### config.mk
export PLATFORM = sky130hd
export DESIGN_NAME = dma
export DESIGN_NICKNAME = d
export VERILOG_FILES = /design/src/hdl/dmaPkg.sv /design/src/hdl/dma.sv /design/src/hdl/dmaDatapath.sv /design/src/hdl/dmaPriority.sv /design/src/hdl/dmaRegisters.sv /design/src/hdl/dmaTimingControl.sv
export SDC_FILE = /design/constraint.sdc
export NUM_CORES = 1
export LEC_CHECK = 0
export ABC_AREA = 1
export BUFFER_PORTS_ARGS = -buffer_cell sky130_fd_sc_hd__buf_2
export CAP_MARGIN = 20
export CORE_ASPECT_RATIO = 0.6
export CORE_UTILIZATION = 45
export DETAILED_ROUTE_END_ITERATION = 7
export PLACE_DENSITY_LB_ADDON = 0.15
export SYNTH_ARGS = -nofsm -noshare
export SYNTH_HDL_FRONTEND = slang
export SYNTH_HIERARCHICAL = 1
export SYNTH_SLANG_ARGS = --single-unit
### constraint.sdc
create_clock -name dif -period 2.9 [get_ports dif]
set_clock_uncertainty 0.1 [all_clocks]
set_input_delay 0.145 -clock dif [delete_from_list [all_inputs] [get_ports dif]]
set_output_delay 0.145 -clock dif [all_outputs]
set_load 0.1 [all_outputs]
### src/hdl/dmaPkg.sv
package dmaPkg;

	localparam int NumChannels = 4;

	// Bus and register widths
	typedef logic [15:0] addrT;    // Memory address
	typedef logic [15:0] countT;   // Words to move, minus one
	typedef logic [15:0] dataT;    // CPU data bus
	typedef logic [1:0]  chanT;    // Channel number
	typedef logic [3:0]  regAddrT; // Register select

	// CPU register map
	localparam regAddrT RegAddrBase      = 4'd0;  // Channels 0-3 address
	localparam regAddrT RegCountBase     = 4'd4;  // Channels 0-3 count
	localparam regAddrT RegCommandStatus = 4'd8;  // Write command, read status
	localparam regAddrT RegMaskSingle    = 4'd10;
	localparam regAddrT RegMode          = 4'd11;
	localparam regAddrT RegMasterClear   = 4'd13;
	localparam regAddrT RegMaskAll       = 4'd15;

	// Command register bits
	localparam int CmdDisable  = 2;
	localparam int CmdRotate   = 4;
	localparam int CmdExtWrite = 5;

	// Mode register fields
	localparam int ModeXferHi    = 3;
	localparam int ModeXferLo    = 2;
	localparam int ModeAutoInit  = 4;
	localparam int ModeDecrement = 5;

	localparam logic [1:0] XferVerify = 2'b00;
	localparam logic [1:0] XferWrite  = 2'b01; // I/O to memory
	localparam logic [1:0] XferRead   = 2'b10; // Memory to I/O

	// Bus cycle states
	typedef enum logic [2:0] {
		stIdle,
		stS0,
		stS1,
		stS2,
		stS3,
		stS4
	} dmaStateT;

endpackage

### src/hdl/dma.sv
`timescale 1ns/1ns

module dma import dmaPkg::*; (
	input  logic                   dif,
	input  logic                   rstN,
	input  logic                   csN,
	input  logic                   regWr,
	input  logic                   regRd,
	input  regAddrT                regAddr,
	input  dataT                   dbIn,
	output dataT                   dbOut,
	input  logic [NumChannels-1:0] dreq,
	output logic [NumChannels-1:0] dack,
	output logic                   hrq,
	input  logic                   hlda,
	output logic                   aen,
	output logic                   adstb,
	output addrT                   addrOut,
	output logic                   iorN,
	output logic                   iowN,
	output logic                   memrN,
	output logic                   memwN,
	input  logic                   eopN,
	output logic                   eopOutN
);

	logic                   reqValid;
	logic                   grantLoad;
	logic                   xferDone;
	chanT                   activeCh;
	logic [1:0]             xferType;
	logic                   extWrite;
	logic [NumChannels-1:0] chMask;
	logic                   rotate;
	logic                   ctrlDisable;
	logic                   autoInit;
	logic                   addrDec;
	logic                   ldTemp;
	logic                   wrBack;
	logic                   tcNext;
	logic                   tcEvent;
	dataT                   rdData;   // Datapath readback

	dmaRegisters regs (
		.dif, .rstN, .csN, .regWr, .regRd, .regAddr, .dbIn, .dbOut, .rdData,
		.activeCh, .tcEvent, .chMask, .rotate, .ctrlDisable, .extWrite,
		.xferType, .autoInit, .addrDec
	);

	dmaPriority prio (
		.dif, .rstN, .dreq, .chMask, .rotate, .ctrlDisable, .grantLoad,
		.xferDone, .reqValid, .activeCh
	);

	dmaDatapath dp (
		.dif, .rstN, .csN, .regWr, .regAddr, .dbIn, .rdData, .activeCh,
		.ldTemp, .wrBack, .autoInit, .addrDec, .addrOut, .tcNext
	);

	dmaTimingControl timing (
		.dif, .rstN, .reqValid, .hlda, .eopN, .xferType, .extWrite, .tcNext,
		.grantLoad, .xferDone, .ldTemp, .wrBack, .tcEvent, .activeCh, .hrq,
		.aen, .adstb, .dack, .iorN, .iowN, .memrN, .memwN, .eopOutN
	);

endmodule

### src/hdl/dmaDatapath.sv
`timescale 1ns/1ns

module dmaDatapath import dmaPkg::*; (
	input  logic    dif,
	input  logic    rstN,
	input  logic    csN,
	input  logic    regWr,
	input  regAddrT regAddr,
	input  dataT    dbIn,
	output dataT    rdData,
	input  chanT    activeCh,
	input  logic    ldTemp,
	input  logic    wrBack,
	input  logic    autoInit,
	input  logic    addrDec,
	output addrT    addrOut,
	output logic    tcNext
);

	addrT  baseAddr  [NumChannels];
	addrT  curAddr   [NumChannels];
	countT baseCount [NumChannels];
	countT curCount  [NumChannels];
	addrT  tempAddr;
	countT tempCount;
	addrT  stepAddr;
	countT stepCount;
	logic  addrSel;
	logic  countSel;

	assign addrSel  = regAddr[3:2] == RegAddrBase[3:2];
	assign countSel = regAddr[3:2] == RegCountBase[3:2];

	assign stepAddr  = addrDec ? tempAddr - 1'b1 : tempAddr + 1'b1;
	assign stepCount = tempCount - 1'b1;
	assign tcNext    = tempCount == '0; // Last word of the block

	always_ff @(posedge dif or negedge rstN) begin
		if (!rstN) begin
			for (int i = 0; i < NumChannels; i++) begin
				baseAddr[i]  <= '0;
				curAddr[i]   <= '0;
				baseCount[i] <= '0;
				curCount[i]  <= '0;
			end
		end else if (wrBack) begin
			if (tcNext && autoInit) begin
				curAddr[activeCh]  <= baseAddr[activeCh];
				curCount[activeCh] <= baseCount[activeCh];
			end else begin
				curAddr[activeCh]  <= stepAddr;
				curCount[activeCh] <= stepCount;
			end
		end else if (!csN && regWr) begin
			// Programming sets base and current together
			if (addrSel) begin
				baseAddr[regAddr[1:0]] <= dbIn;
				curAddr[regAddr[1:0]]  <= dbIn;
			end else if (countSel) begin
				baseCount[regAddr[1:0]] <= dbIn;
				curCount[regAddr[1:0]]  <= dbIn;
			end
		end
	end

	always_ff @(posedge dif or negedge rstN) begin
		if (!rstN) begin
			tempAddr  <= '0;
			tempCount <= '0;
		end else if (ldTemp) begin
			tempAddr  <= curAddr[activeCh];
			tempCount <= curCount[activeCh];
		end
	end

	// Current address is on the bus already in S1
	assign addrOut = ldTemp ? curAddr[activeCh] : tempAddr;

	// Current address and count readback
	always_comb begin
		if (addrSel) begin
			rdData = curAddr[regAddr[1:0]];
		end else if (countSel) begin
			rdData = curCount[regAddr[1:0]];
		end else begin
			rdData = '0;
		end
	end

endmodule

### src/hdl/dmaPriority.sv
`timescale 1ns/1ns

module dmaPriority import dmaPkg::*; (
	input  logic                   dif,
	input  logic                   rstN,
	input  logic [NumChannels-1:0] dreq,
	input  logic [NumChannels-1:0] chMask,
	input  logic                   rotate,
	input  logic                   ctrlDisable,
	input  logic                   grantLoad,
	input  logic                   xferDone,
	output logic                   reqValid,
	output chanT                   activeCh
);

	logic [NumChannels-1:0] dreqSync;
	logic [NumChannels-1:0] pending;
	chanT                   prioPtr;  // Highest priority channel
	chanT                   winner;
	chanT                   idx;
	logic                   found;

	always_ff @(posedge dif or negedge rstN) begin
		if (!rstN) begin
			dreqSync <= '0;
		end else begin
			dreqSync <= dreq;
		end
	end

	assign pending  = dreqSync & ~chMask & {NumChannels{!ctrlDisable}};
	assign reqValid = |pending;

	// Search from the pointer upward, wrapping around
	always_comb begin
		winner = prioPtr;
		found  = 1'b0;
		idx    = prioPtr;
		for (int i = 0; i < NumChannels; i++) begin
			idx = prioPtr + chanT'(i);
			if (!found && pending[idx]) begin
				winner = idx;
				found  = 1'b1;
			end
		end
	end

	always_ff @(posedge dif or negedge rstN) begin
		if (!rstN) begin
			prioPtr <= '0;
		end else if (!rotate) begin
			prioPtr <= '0; // Fixed, channel 0 first
		end else if (xferDone) begin
			prioPtr <= activeCh + 1'b1; // Served channel goes last
		end
	end

	always_ff @(posedge dif or negedge rstN) begin
		if (!rstN) begin
			activeCh <= '0;
		end else if (grantLoad) begin
			activeCh <= winner;
		end
	end

endmodule

### src/hdl/dmaRegisters.sv
`timescale 1ns/1ns

module dmaRegisters import dmaPkg::*; (
	input  logic                   dif,
	input  logic                   rstN,
	input  logic                   csN,
	input  logic                   regWr,
	input  logic                   regRd,
	input  regAddrT                regAddr,
	input  dataT                   dbIn,
	output dataT                   dbOut,
	input  dataT                   rdData,
	input  chanT                   activeCh,
	input  logic                   tcEvent,
	output logic [NumChannels-1:0] chMask,
	output logic                   rotate,
	output logic                   ctrlDisable,
	output logic                   extWrite,
	output logic [1:0]             xferType,
	output logic                   autoInit,
	output logic                   addrDec
);

	logic [7:0]             commandReg;
	logic [7:0]             modeReg [NumChannels];
	logic [NumChannels-1:0] tcStatus;  // Terminal count flags per channel
	logic                   wrEn;
	logic                   statusRd;

	assign wrEn     = !csN && regWr;
	assign statusRd = !csN && regRd && (regAddr == RegCommandStatus);

	always_ff @(posedge dif or negedge rstN) begin
		if (!rstN) begin
			commandReg <= '0;
			chMask     <= '1;
			tcStatus   <= '0;
			for (int i = 0; i < NumChannels; i++) begin
				modeReg[i] <= '0;
			end
		end else begin
			if (statusRd) begin
				tcStatus <= '0; // Cleared by reading
			end
			if (wrEn) begin
				case (regAddr)
					RegCommandStatus: commandReg <= dbIn[7:0];
					RegMode:          modeReg[dbIn[1:0]] <= dbIn[7:0];
					RegMaskSingle:    chMask[dbIn[1:0]] <= dbIn[2];
					RegMaskAll:       chMask <= dbIn[NumChannels-1:0];
					RegMasterClear: begin
						commandReg <= '0;
						chMask     <= '1;
						tcStatus   <= '0;
						for (int i = 0; i < NumChannels; i++) begin
							modeReg[i] <= '0;
						end
					end
					default: ;
				endcase
			end
			// Terminal count or external abort on the channel in service
			if (tcEvent) begin
				tcStatus[activeCh] <= 1'b1;
				if (!modeReg[activeCh][ModeAutoInit]) begin
					chMask[activeCh] <= 1'b1;
				end
			end
		end
	end

	// Command decode
	assign ctrlDisable = commandReg[CmdDisable];
	assign rotate      = commandReg[CmdRotate];
	assign extWrite    = commandReg[CmdExtWrite];

	// Mode of the channel in service
	assign xferType = modeReg[activeCh][ModeXferHi:ModeXferLo];
	assign autoInit = modeReg[activeCh][ModeAutoInit];
	assign addrDec  = modeReg[activeCh][ModeDecrement];

	// Status here, everything else from the datapath
	always_comb begin
		if (statusRd) begin
			dbOut = {{($bits(dataT) - NumChannels){1'b0}}, tcStatus};
		end else begin
			dbOut = rdData;
		end
	end

endmodule

### src/hdl/dmaTimingControl.sv
`timescale 1ns/1ns

module dmaTimingControl import dmaPkg::*; (
	input  logic                   dif,
	input  logic                   rstN,
	input  logic                   reqValid,
	input  logic                   hlda,
	input  logic                   eopN,
	input  logic [1:0]             xferType,
	input  logic                   extWrite,
	input  logic                   tcNext,
	output logic                   grantLoad,
	output logic                   xferDone,
	output logic                   ldTemp,
	output logic                   wrBack,
	output logic                   tcEvent,
	input  chanT                   activeCh,
	output logic                   hrq,
	output logic                   aen,
	output logic                   adstb,
	output logic [NumChannels-1:0] dack,
	output logic                   iorN,
	output logic                   iowN,
	output logic                   memrN,
	output logic                   memwN,
	output logic                   eopOutN
);

	dmaStateT state;
	dmaStateT nextState;
	logic     inXfer;   // S1 through S3
	logic     strobe;   // S2 or S3
	logic     abort;

	always_ff @(posedge dif or negedge rstN) begin
		if (!rstN) begin
			state <= stIdle;
		end else begin
			state <= nextState;
		end
	end

	assign inXfer = (state == stS1) || (state == stS2) || (state == stS3);
	assign strobe = (state == stS2) || (state == stS3);
	assign abort  = inXfer && !eopN;

	always_comb begin
		nextState = state;
		case (state)
			stIdle: if (reqValid) nextState = stS0;
			stS0:   if (hlda) nextState = stS1; // Waits on the bus master
			stS1:   nextState = eopN ? stS2 : stIdle;
			stS2: begin
				if (!eopN) begin
					nextState = stIdle;
				end else if (extWrite) begin
					nextState = stS3;
				end else begin
					nextState = stS4;
				end
			end
			stS3:   nextState = eopN ? stS4 : stIdle;
			stS4:   nextState = stIdle;
			default: nextState = stIdle;
		endcase
	end

	// Handshake with priority and datapath
	assign grantLoad = (state == stIdle) && reqValid;
	assign xferDone  = state == stS4;
	assign ldTemp    = state == stS1;
	assign wrBack    = state == stS4;
	assign tcEvent   = (wrBack && tcNext) || abort;

	// Bus control decoded from state
	assign hrq   = (state == stS0) || inXfer;
	assign aen   = inXfer;
	assign adstb = state == stS1;

	always_comb begin
		iorN  = 1'b1;
		iowN  = 1'b1;
		memrN = 1'b1;
		memwN = 1'b1;
		if (strobe) begin
			case (xferType)
				XferWrite: begin
					iorN  = 1'b0;
					memwN = 1'b0;
				end
				XferRead: begin
					memrN = 1'b0;
					iowN  = 1'b0;
				end
				XferVerify: ; // Address cycle only
				default: ;
			endcase
		end
	end

	// Registered outputs, set up from the next state
	always_ff @(posedge dif or negedge rstN) begin
		if (!rstN) begin
			dack    <= '0;
			eopOutN <= 1'b1;
		end else begin
			if ((nextState == stS1) || (nextState == stS2) || (nextState == stS3)) begin
				dack <= NumChannels'(1) << activeCh;
			end else begin
				dack <= '0;
			end
			eopOutN <= !((nextState == stS4) && tcNext);
		end
	end

endmodule

Word level (Yosys, flattened, before mapping)
Index checks and enable logic that the tools add are counted.

word-level totals
  register bits after elaboration = 350
  bits of input ports = 31
  logic and storage cells = 220

cells by class
  $add $sub $neg = 7
  magnitude comparators = 14
  eq/ne operators = 19
  shift operators = 1
  mux-type cells = 93
  bitwise gates (word level) = 10
  reduce and logical (&&, ||, !) cells = 45

operators with widths
  cell                                                                   number
  64-bit two-way mux                                                     9
  64-bit bitwise mux                                                     8
  16-bit two-way mux                                                     19
  16-bit binary-select mux with 2-bit select                             6
  16-bit demux with 2-bit select                                         2
  32-bit one-hot mux with 2 select lines                                 1
  32-bit bitwise mux                                                     1
  4-bit two-way mux                                                      8
  16-bit by 1-bit subtractor with 16-bit output (second input constant)  2
  4-bit == test (second input constant)                                  5
  2-bit by 3-bit < comparator with 1-bit output (second input constant)  6
  16-bit by 1-bit adder with 16-bit output (second input constant)       1
  8-bit binary-select mux with 2-bit select                              1
  8-bit demux with 2-bit select                                          1
  1-bit logical AND                                                      16
  16-bit logical NOT                                                     1
  3-bit one-hot mux with 5 select lines                                  1
  1-bit two-way mux                                                      14
  3-bit by 2-bit == test with 1-bit output (second input constant)       4
  3-bit == test (second input constant)                                  4
  2-bit two-way mux                                                      6
  3-bit two-way mux                                                      4
  6-bit two-way mux                                                      2
  4-bit one-hot mux with 3 select lines                                  1
  other kinds (29)                                                       66

Depth between registers and ports, before layout
Gate-level depths: netlist (run 1).

  depth after elaboration = 15
  mapped depth = 17
  gate-level depth less buffers = 17

Hierarchy
The synthesis (run 1) kept the hierarchy.

modules (own cells, without submodules)
  module            instances  cells an instance  area each (um^2)  seq. area each (um^2)
  dmaDatapath       1          2097               15931.5           7206.9
  dmaRegisters      1          266                1735.4            680.7
  dmaPriority       1          77                 563.0             200.2
  dmaTimingControl  1          61                 455.4             201.4

Least setup slack after synthesis (run 1)
Ideal clock, no wire load.

  kind = register to register
  start = reg timing.state[0]
  end = reg dp.tempAddr[10]
  setup time = 303 ps
  arrival time = 5162 ps
  required time = 2497 ps
  slack = -2665 ps
  stages on the path, launching flop included = 7
  buffers on the path = 3
  cell sequence = dfrtp_1 nor3_1 buf_4 buf_1 clkbuf_1 nor2_1 a41oi_1

between the ends
  longest elaborated chain between the ends = 2

RTL lines
  item                                      RTL line                source
  start: declaration                        dmaTimingControl.sv:29  dmaStateT state;
  start signal: assignment                  dmaTimingControl.sv:37  state <= stIdle;
  start signal: assignment                  dmaTimingControl.sv:39  state <= nextState;
  3-bit by 2-bit == test with 1-bit output  n/a
  via adstb                                 dma.sv:17               output logic adstb,
  16-bit two-way mux                        n/a
  via addrOut[10]                           dma.sv:18               output addrT addrOut,
  end signal: assignment                    dmaDatapath.sv:71       tempAddr <= curAddr[activeCh];
  end: declaration                          dmaDatapath.sv:24       addrT tempAddr;

The timed path passes the listed nets, and every way through them passes these cells.
A chain may end at the register's enable or synchronous reset.

Worst setup path in the final report (run 1)
  start = reg prio.activeCh[0]
  end = out addrOut[10]

between the ends
  longest elaborated chain between the ends = 5

RTL lines
  item                                                    RTL line           source
  start: declaration                                      dmaPriority.sv:13  output chanT activeCh
  start signal: assignment                                dmaPriority.sv:62  activeCh <= winner;
  2-bit inverter with 3-bit output (not written as such)  dmaDatapath.sv:77  assign addrOut = ldTemp ? curAddr[activeCh] : tempAddr;
  16-bit binary-select mux with 2-bit select              dmaDatapath.sv:77
  16-bit two-way mux (not written as such) (2 in a row)   dmaDatapath.sv:77
  16-bit two-way mux                                      dmaDatapath.sv:77
  end: declaration                                        dma.sv:18

No other way between the ends. The select of a mux whose other input is x is not followed.

==> results.md, run 1 <==
- Maximum vdd drop: 641 µV
- Vias per cell: 5.96
- Total Nets Final: 2,661
- 1st-pass router iterations: 6
- Fin crit share: 97.2%
- Mapped cell area: 18,700 µm²
- Antenna Violating Nets Remaining: 0
- Mean Syn Cell Area: 7.47 µm²
- Post-DP HPWL: 55.9 mm
- Max Fanout on Critical Path: 27
- Hold WC Path Type: in -> reg
- Max Root-Sink Buffers: 3
- Clock transition at path regs: 60 ps
- Initial antenna violation count: 0
- Min cycle time layout: 2820 ps
- Vias in the first global route: 17,789
- Die Height: 160 µm
- Ratio of cells with drive above 1 in the final layout: 16.6%
- FMAX: 355 MHz
- Worst slew pin tran: 695 ps
- Row count: 57
- WP data required: 2650 ps
- Core Util, Final: 55.6%
- Setup CP Type: reg -> out
- Unrepaired setup endpoints after global routing: true
- Cts bufs inserted: 35
- Unique masters post-synth: 53
- Setup total negative slack: 0 ps
- Pwr Density: 1120 nW/µm²
- Routed len/inst: 24.3 µm
- Clk_lat worst skew: 560 ps
- Non-filler instance count after layout: 3,200
- PortBufs: 74
- Crit path capture type: output pin
- Post-synthesis simple-gate area fraction: 29.6%
- Outcome: finished, final reports clean
- Global-route wire length before repair: 116 mm
- P_leak: 10.7 nW
- Fin. Hold Viols: 0
- Setup violators final: 0
- FF+latch count, synth: 331
- CP arrival: 2570 ps
- Cells after DPL: 3,109
- Fillers: 3,813
- Seq/Total Area, Yosys: 44.4%
- Complex-gate fraction of the synthesized area: 16.4%
- Die width: 265 µm
- Die Area: 42,400 µm²
- Largest family of logic cells by synthesized area: simple AND/OR/NAND/NOR gates
- Syn-to-layout area delta: 21.2%
- Num Clock Sinks: 331
- Antenna fix cells: 0
- WL final: 77.8 mm
- Core ar.: 40,700 µm²
- I/O pins: 75
- DRC Markers: 0
- Cells after Synth: 2,501
- Slew HR: 53.6%
- Area share of fa/ha/maj cells after synthesis: 1.11%
- Total number of vias: 19,078
- Final count of pins violating max slew: 0
- Placer congestion estimate: 1.01
- Hold slack: 30.4 ps
- DRT iter0 DRCs: 2,794
- CTS Root Cell: clkbuf_16
- Mapped Nets: 2,548
- Max Cap Viol: 0
- Initial core utilization: 45.9%
- GR Overflow Total: 0
- All-Layer GR Usage: 36.6%
- CTS tree: built
- Mux contribution to synthesized area: 0%
- Startpoint Class: register
- Xor/xnor share of the synthesized area: 0.844%
- Largest net degree at the start of global routing: 73
- CTS H-tree lvls: 2
- Yosys warns: 6
## critical path: stages (launching register included)
cell     delay (ps)
dfrtp_2         410
buf_4           300
nand2_2         110
inv_2           110
buf_6           310
nand2_1         160
a41oi_4         380
buf_12          220
## registers in the layout, indices dropped and copies added, names as in the netlist, 2 cells and up
register         count
dp/baseAddr         64
dp/baseCount        64
dp/curAddr          64
dp/curCount         64
dp/tempAddr         16
dp/tempCount        16
prio/activeCh        2
prio/dreqSync        4
prio/prioPtr         2
regs/chMask          4
regs/commandReg      3
regs/modeReg        16
regs/tcStatus        4
timing/dack          4
timing/state         3
## final cells by class
type	instances	area (µm²)	share of cell area [%]
clock buffer	47	1010	4.47
clock inverter	16	221	0.978
inverter	219	826	3.65
multi-input combinational	1823	9510	42.0
sequential	331	8290	36.6
tap	560	701	3.09
timing repair buffer	204	2090	9.24
## cells by family after synthesis
logic type / Yosys count
simple gates: 1288
xor+xnor: 18
flops: 331
buf+inv: 347
compound gates: 501
fa+ha+maj: 16
## what timing repair did
| item | 4_1_cts | 5_1_grt |
|---|---|---|
| buffers inserted | 6 | 5 |
| cloned | 1 | 0 |
| pin swaps | 2 | 14 |
| hold endpoints to repair | 117 | 0 |
| hold buffers | 16 | 0 |
| resized for setup | 3 | 49 |
| setup endpoints to repair | 14 | 54 |
## per-stage QoR
step	setup WS, ps	power, W	instance area, µm²
floorplan	-131	0.0152	19000
global placement	12.6	0.0195	20900
detailed placement	-46.4	0.0197	20900
CTS	0.923	0.0247	22400
global route	-41.8	0.0266	22700
finish	80.5	0.0254	22700
## power breakdown
| group | switching [W] | leakage (nW) | internal, W |
|---|---|---|---|
| Combinational | 0.00847 | 6.13 | 0.00432 |
| Clock | 0.00208 | 0.585 | 0.00284 |
| Sequential | 0.00138 | 3.98 | 0.00629 |
## synth_stat cells, drive strengths merged
library cell  number  share of area (%)
a221oi             4               0.19
a21oi            119                3.2
fa                 1               0.11
o311ai             8               0.37
nor3               8               0.21
nand2            699                 15
nand3b             1              0.040
nand4             13               0.47
a41oi             12               0.56
o221ai            16               0.75
nor2             344                7.8
a22oi            108                4.3
buf               67                2.1
xnor2              5               0.23
o22ai             12               0.40
ha                15                1.0
a211oi             3               0.12
inv              215                4.3
nand3            208                6.0
o31ai              5               0.20
a31oi              9               0.30
clkbuf            61                1.2
a21o               6               0.24
a22o               5               0.23
dfrtp            326                 44
or2                9               0.30
o211ai            10               0.43
o21ai            181                4.9
o2111ai            3               0.14
clkinv             4              0.087
xor2              13               0.61
dfstp              5               0.70
and3               4               0.13
and2               2              0.067
## layout by cell type (no fill, tap or decap), types with 6 or more instances in the layout
master and instances:
buf_12 47, nand3_2 16, nor2_1 310, inv_2 33
nand2_4 6, o211ai_1 9, a21oi_2 8, dfrtp_1 324
ha_4 8, nand3_1 187, or2_2 9, clkbuf_16 36
a41oi_4 10, o221ai_1 16, a21oi_1 110, inv_1 181
buf_2 41, nor2_4 12, clkinvlp_4 6, buf_4 97
nand2_1 661, nor2_2 20, o311ai_1 8, nand4_1 12
o21ai_1 11, o21ai_0 167, a21o_1 6, a22oi_1 108
xor2_1 12, clkbuf_8 7, nand2_2 32, o22ai_1 12
dlygate4sd3_1 16
## path summary, 6_finish.rpt
kind                                  start                to  slack, ps  depth (start not counted)
min reg2reg                 dp/baseCount[6]   dp/baseCount[6]        380                          2
min                                     csN    regs/chMask[2]         30                          5
max                        prio/activeCh[0]       addrOut[10]         80                          7
min in group asynchronous              rstN  dp/baseCount[18]         50                          2
max in group asynchronous              rstN   dp/baseAddr[20]       1710                          3
max reg2reg                prio/activeCh[0]    dp/curAddr[14]        110                         17
## metal layers
layer	global-route usage (%)	wire length, µm	vias to the layer above
met5	0	0	-
met2	47.5	29500	1168
met3	13.4	11500	159
li1	-	-	8499
met4	9.06	2110	0
met1	56.4	34600	9252
Power figures use the tool's default switching activity.
==> inputs of run 2 (changes only) <==
Settings changed: CELL_PAD_IN_SITES_DETAIL_PLACEMENT from default to 1, CELL_PAD_IN_SITES_GLOBAL_PLACEMENT from default to 1, CORE_UTILIZATION 45 to 42.
==> run 2 against run 1 <==
  * Critical path depth increased by 3
  * Sequential share of layout area increased by 0.52 points
  * Power decreased by 1.5%
  * First-iteration DRC count decreased by 25%
  * The flow now finishes with violations (DRC)
  * Routed wire length increased by 4.4%
  * Cell count decreased by 0.34%
  * Utilization decreased by 4.4 points
  * Global-route usage decreased by 0.56 points
  * Die area increased by 7.1%
  * Clock power about the same
  * Combinational power decreased by 3%
  * Non-clock buffer count decreased by 29
  * Critical path type unchanged
==> results.md, run 2 (synthesized netlist as in run 1, its figures left out) <==
- Fin. Hold Viols: 0
- Final count of pins violating max slew: 0
- I/O pins: 75
- CP max-delay cell: dfrtp_1
- CP arrival: 2650 ps
- Maximum vdd drop: 660 µV
- Core Util, Final: 51.2%
- Vias in the first global route: 19,657
- CTS tree: built
- Cts bufs inserted: 35
- Crit path capture type: output pin
- Hold WC Path Type: in -> reg
- All-Layer GR Usage: 36.1%
- Fillers: 5,300
- Core ar.: 43,600 µm²
- FMAX: 345 MHz
- Clk_lat worst skew: 540 ps
- Die Area: 45,400 µm²
- Placer congestion estimate: 0.956
- R2r startpoint: prio/activeCh[1]
- Largest net degree at the start of global routing: 79
- 1st-pass router iterations: 7
- WHS Path Cells: 6
- P_leak: 10.6 nW
- Die Height: 165 µm
- WL final: 81.2 mm
- Ratio of cells with drive above 1 in the final layout: 14.6%
- WP data required: 2650 ps
- Total Nets Final: 2,632
- Fin crit share: 99.9%
- Outcome: finished, violations left
- Min cycle time layout: 2900 ps
- R2R Setup Slk: 40 ps
- Setup total negative slack: 0 ps
- Top delay family on crit path: buffers and inverters
- Hold EP: regs/commandReg[2]
- GR Overflow Total: 0
- Initial antenna violation count: 1
- Unrepaired setup endpoints after global routing: true
- Worst slew pin tran: 794 ps
- Vias per cell: 6.07
- Syn-to-layout area delta: 19.5%
- Routed len/inst: 25.5 µm
- Post-DP HPWL: 57.0 mm
- Fin area: 22,300 µm²
- Hold slack: 37.8 ps
- Global-route wire length before repair: 122 mm
- Failing checks: DRC
- Cell depth of the worst flop-to-flop path: 16
- PortBufs: 74
- Slew HR: 47.0%
- Pwr Density: 1120 nW/µm²
- Startpoint Class: register
- Max Root-Sink Buffers: 3
- Initial core utilization: 42.8%
- Max Cap Viol: 0
- Commonest non-fill, non-tap cell in the layout: nand2_1
- Dpl cell area: 20,800 µm²
- DRT iter0 DRCs: 2,088
- Max Fanout on Critical Path: 32
- Num Clock Sinks: 331
- DRC Markers: 6
- Most frequent cells in the layout: nand2_1 (666), dfrtp_1 (325), nor2_1 (309)
- CP Cell Sequence: buf_4 -> inv_2 -> nor2_4 -> buf_12 -> nand2_1 -> o21ai_0 -> a221oi_1 -> buf_4 -> a21oi_4 -> buf_12
- Antenna Violating Nets Remaining: 0
- Hold path startpoint: regAddr[2]
- Worst path bufs/invs: 5
- Row count: 59
- CP peak stage delay: 470 ps
- Setup violators final: 0
- Worst R2R End: dp/curAddr[40]
- Die width: 274 µm
- Total number of vias: 19,361
- Clock transition at path regs: 70 ps
- Setup CP Type: reg -> out
- CTS Root Cell: clkbuf_16
- CTS H-tree lvls: 2
[run 2: changes by cell type in the layout (fill, tap and decap cells not counted), moves of 5 or more]
cell | previous run | this run
a21oi_2 | 8 | 3
nand2_1 | 661 | 666
ha_4 | 8 | 3
a21oi_1 | 110 | 115
ha_1 | 3 | 12
buf_4 | 97 | 65
[run 2: worst max path at each step]
stage / endpoint / from / slack (ps) / cells past startpoint
floorplan: dbOut[0] / regAddr[3] / -130 / 5
detailed placement: dp/curAddr[36] / prio/activeCh[0] / -100 / 12
global placement: dp/curAddr[52] / prio/activeCh[0] / 90 / 12
finish: addrOut[2] / prio/activeCh[1] / 2 / 10
CTS: dp/curAddr[55] / prio/activeCh[0] / 6 / 14
global route: dp/curAddr[27] / prio/activeCh[0] / -80 / 17
[run 2: metrics by stage]
stage | power [W] | setup slack, ps | instances
finish | 0.0250 | 1.71 | 3189
global route | 0.0262 | -81.9 | 3188
CTS | 0.0247 | 6.21 | 3186
detailed placement | 0.0196 | -104 | 3109
global placement | 0.0192 | 85.7 | 3109
floorplan | 0.0152 | -131 | 2501
[run 2: tightest hold or removal path, delay by kind of cell]
family                 cells  cell delay, ps
and+or+nand+nor            5             340
buffers and inverters      1             150
[run 2: final cells by class]
class | instances | area [µm²] | share of cell area, %
diodes | 1 | 2.50 | 0.0112
clock inverters | 10 | 180 | 0.807
multi-input cells | 1823 | 9370 | 42.0
clock buffers | 51 | 1040 | 4.65
repair buffers | 175 | 1890 | 8.47
flip-flops and latches | 331 | 8290 | 37.1
well taps | 579 | 724 | 3.24
inverters | 219 | 830 | 3.72
[run 2: power by group]
part	total [W]	internal [W]	leakage, nW	switching, W
Combinational	0.0124	0.00397	5.98	0.00839
Sequential	0.00771	0.00629	3.98	0.00142
Clock	0.00494	0.00293	0.591	0.00201
Total	0.0250	0.0132	10.6	0.0118
[run 2: repair_timing]
action | 4_1_cts | 5_1_grt
hold endpoints to repair | 141 | 0
resized for setup | 7 | 23
setup buffers | 0 | 2
pin swaps | 1 | 1
hold buffers | 16 | 0
endpoints found under the setup margin | 43 | 53
[run 2: per-layer routing]
metal / GRT usage (%) / vias to the layer above / wire length, µm
li1: - / 8441 / -
met3: 6.78 / 172 / 8000
met1: 53.9 / 9807 / 36700
met2: 52.7 / 941 / 34200
met5: 0 / - / 0
met4: 10.5 / 0 / 2340
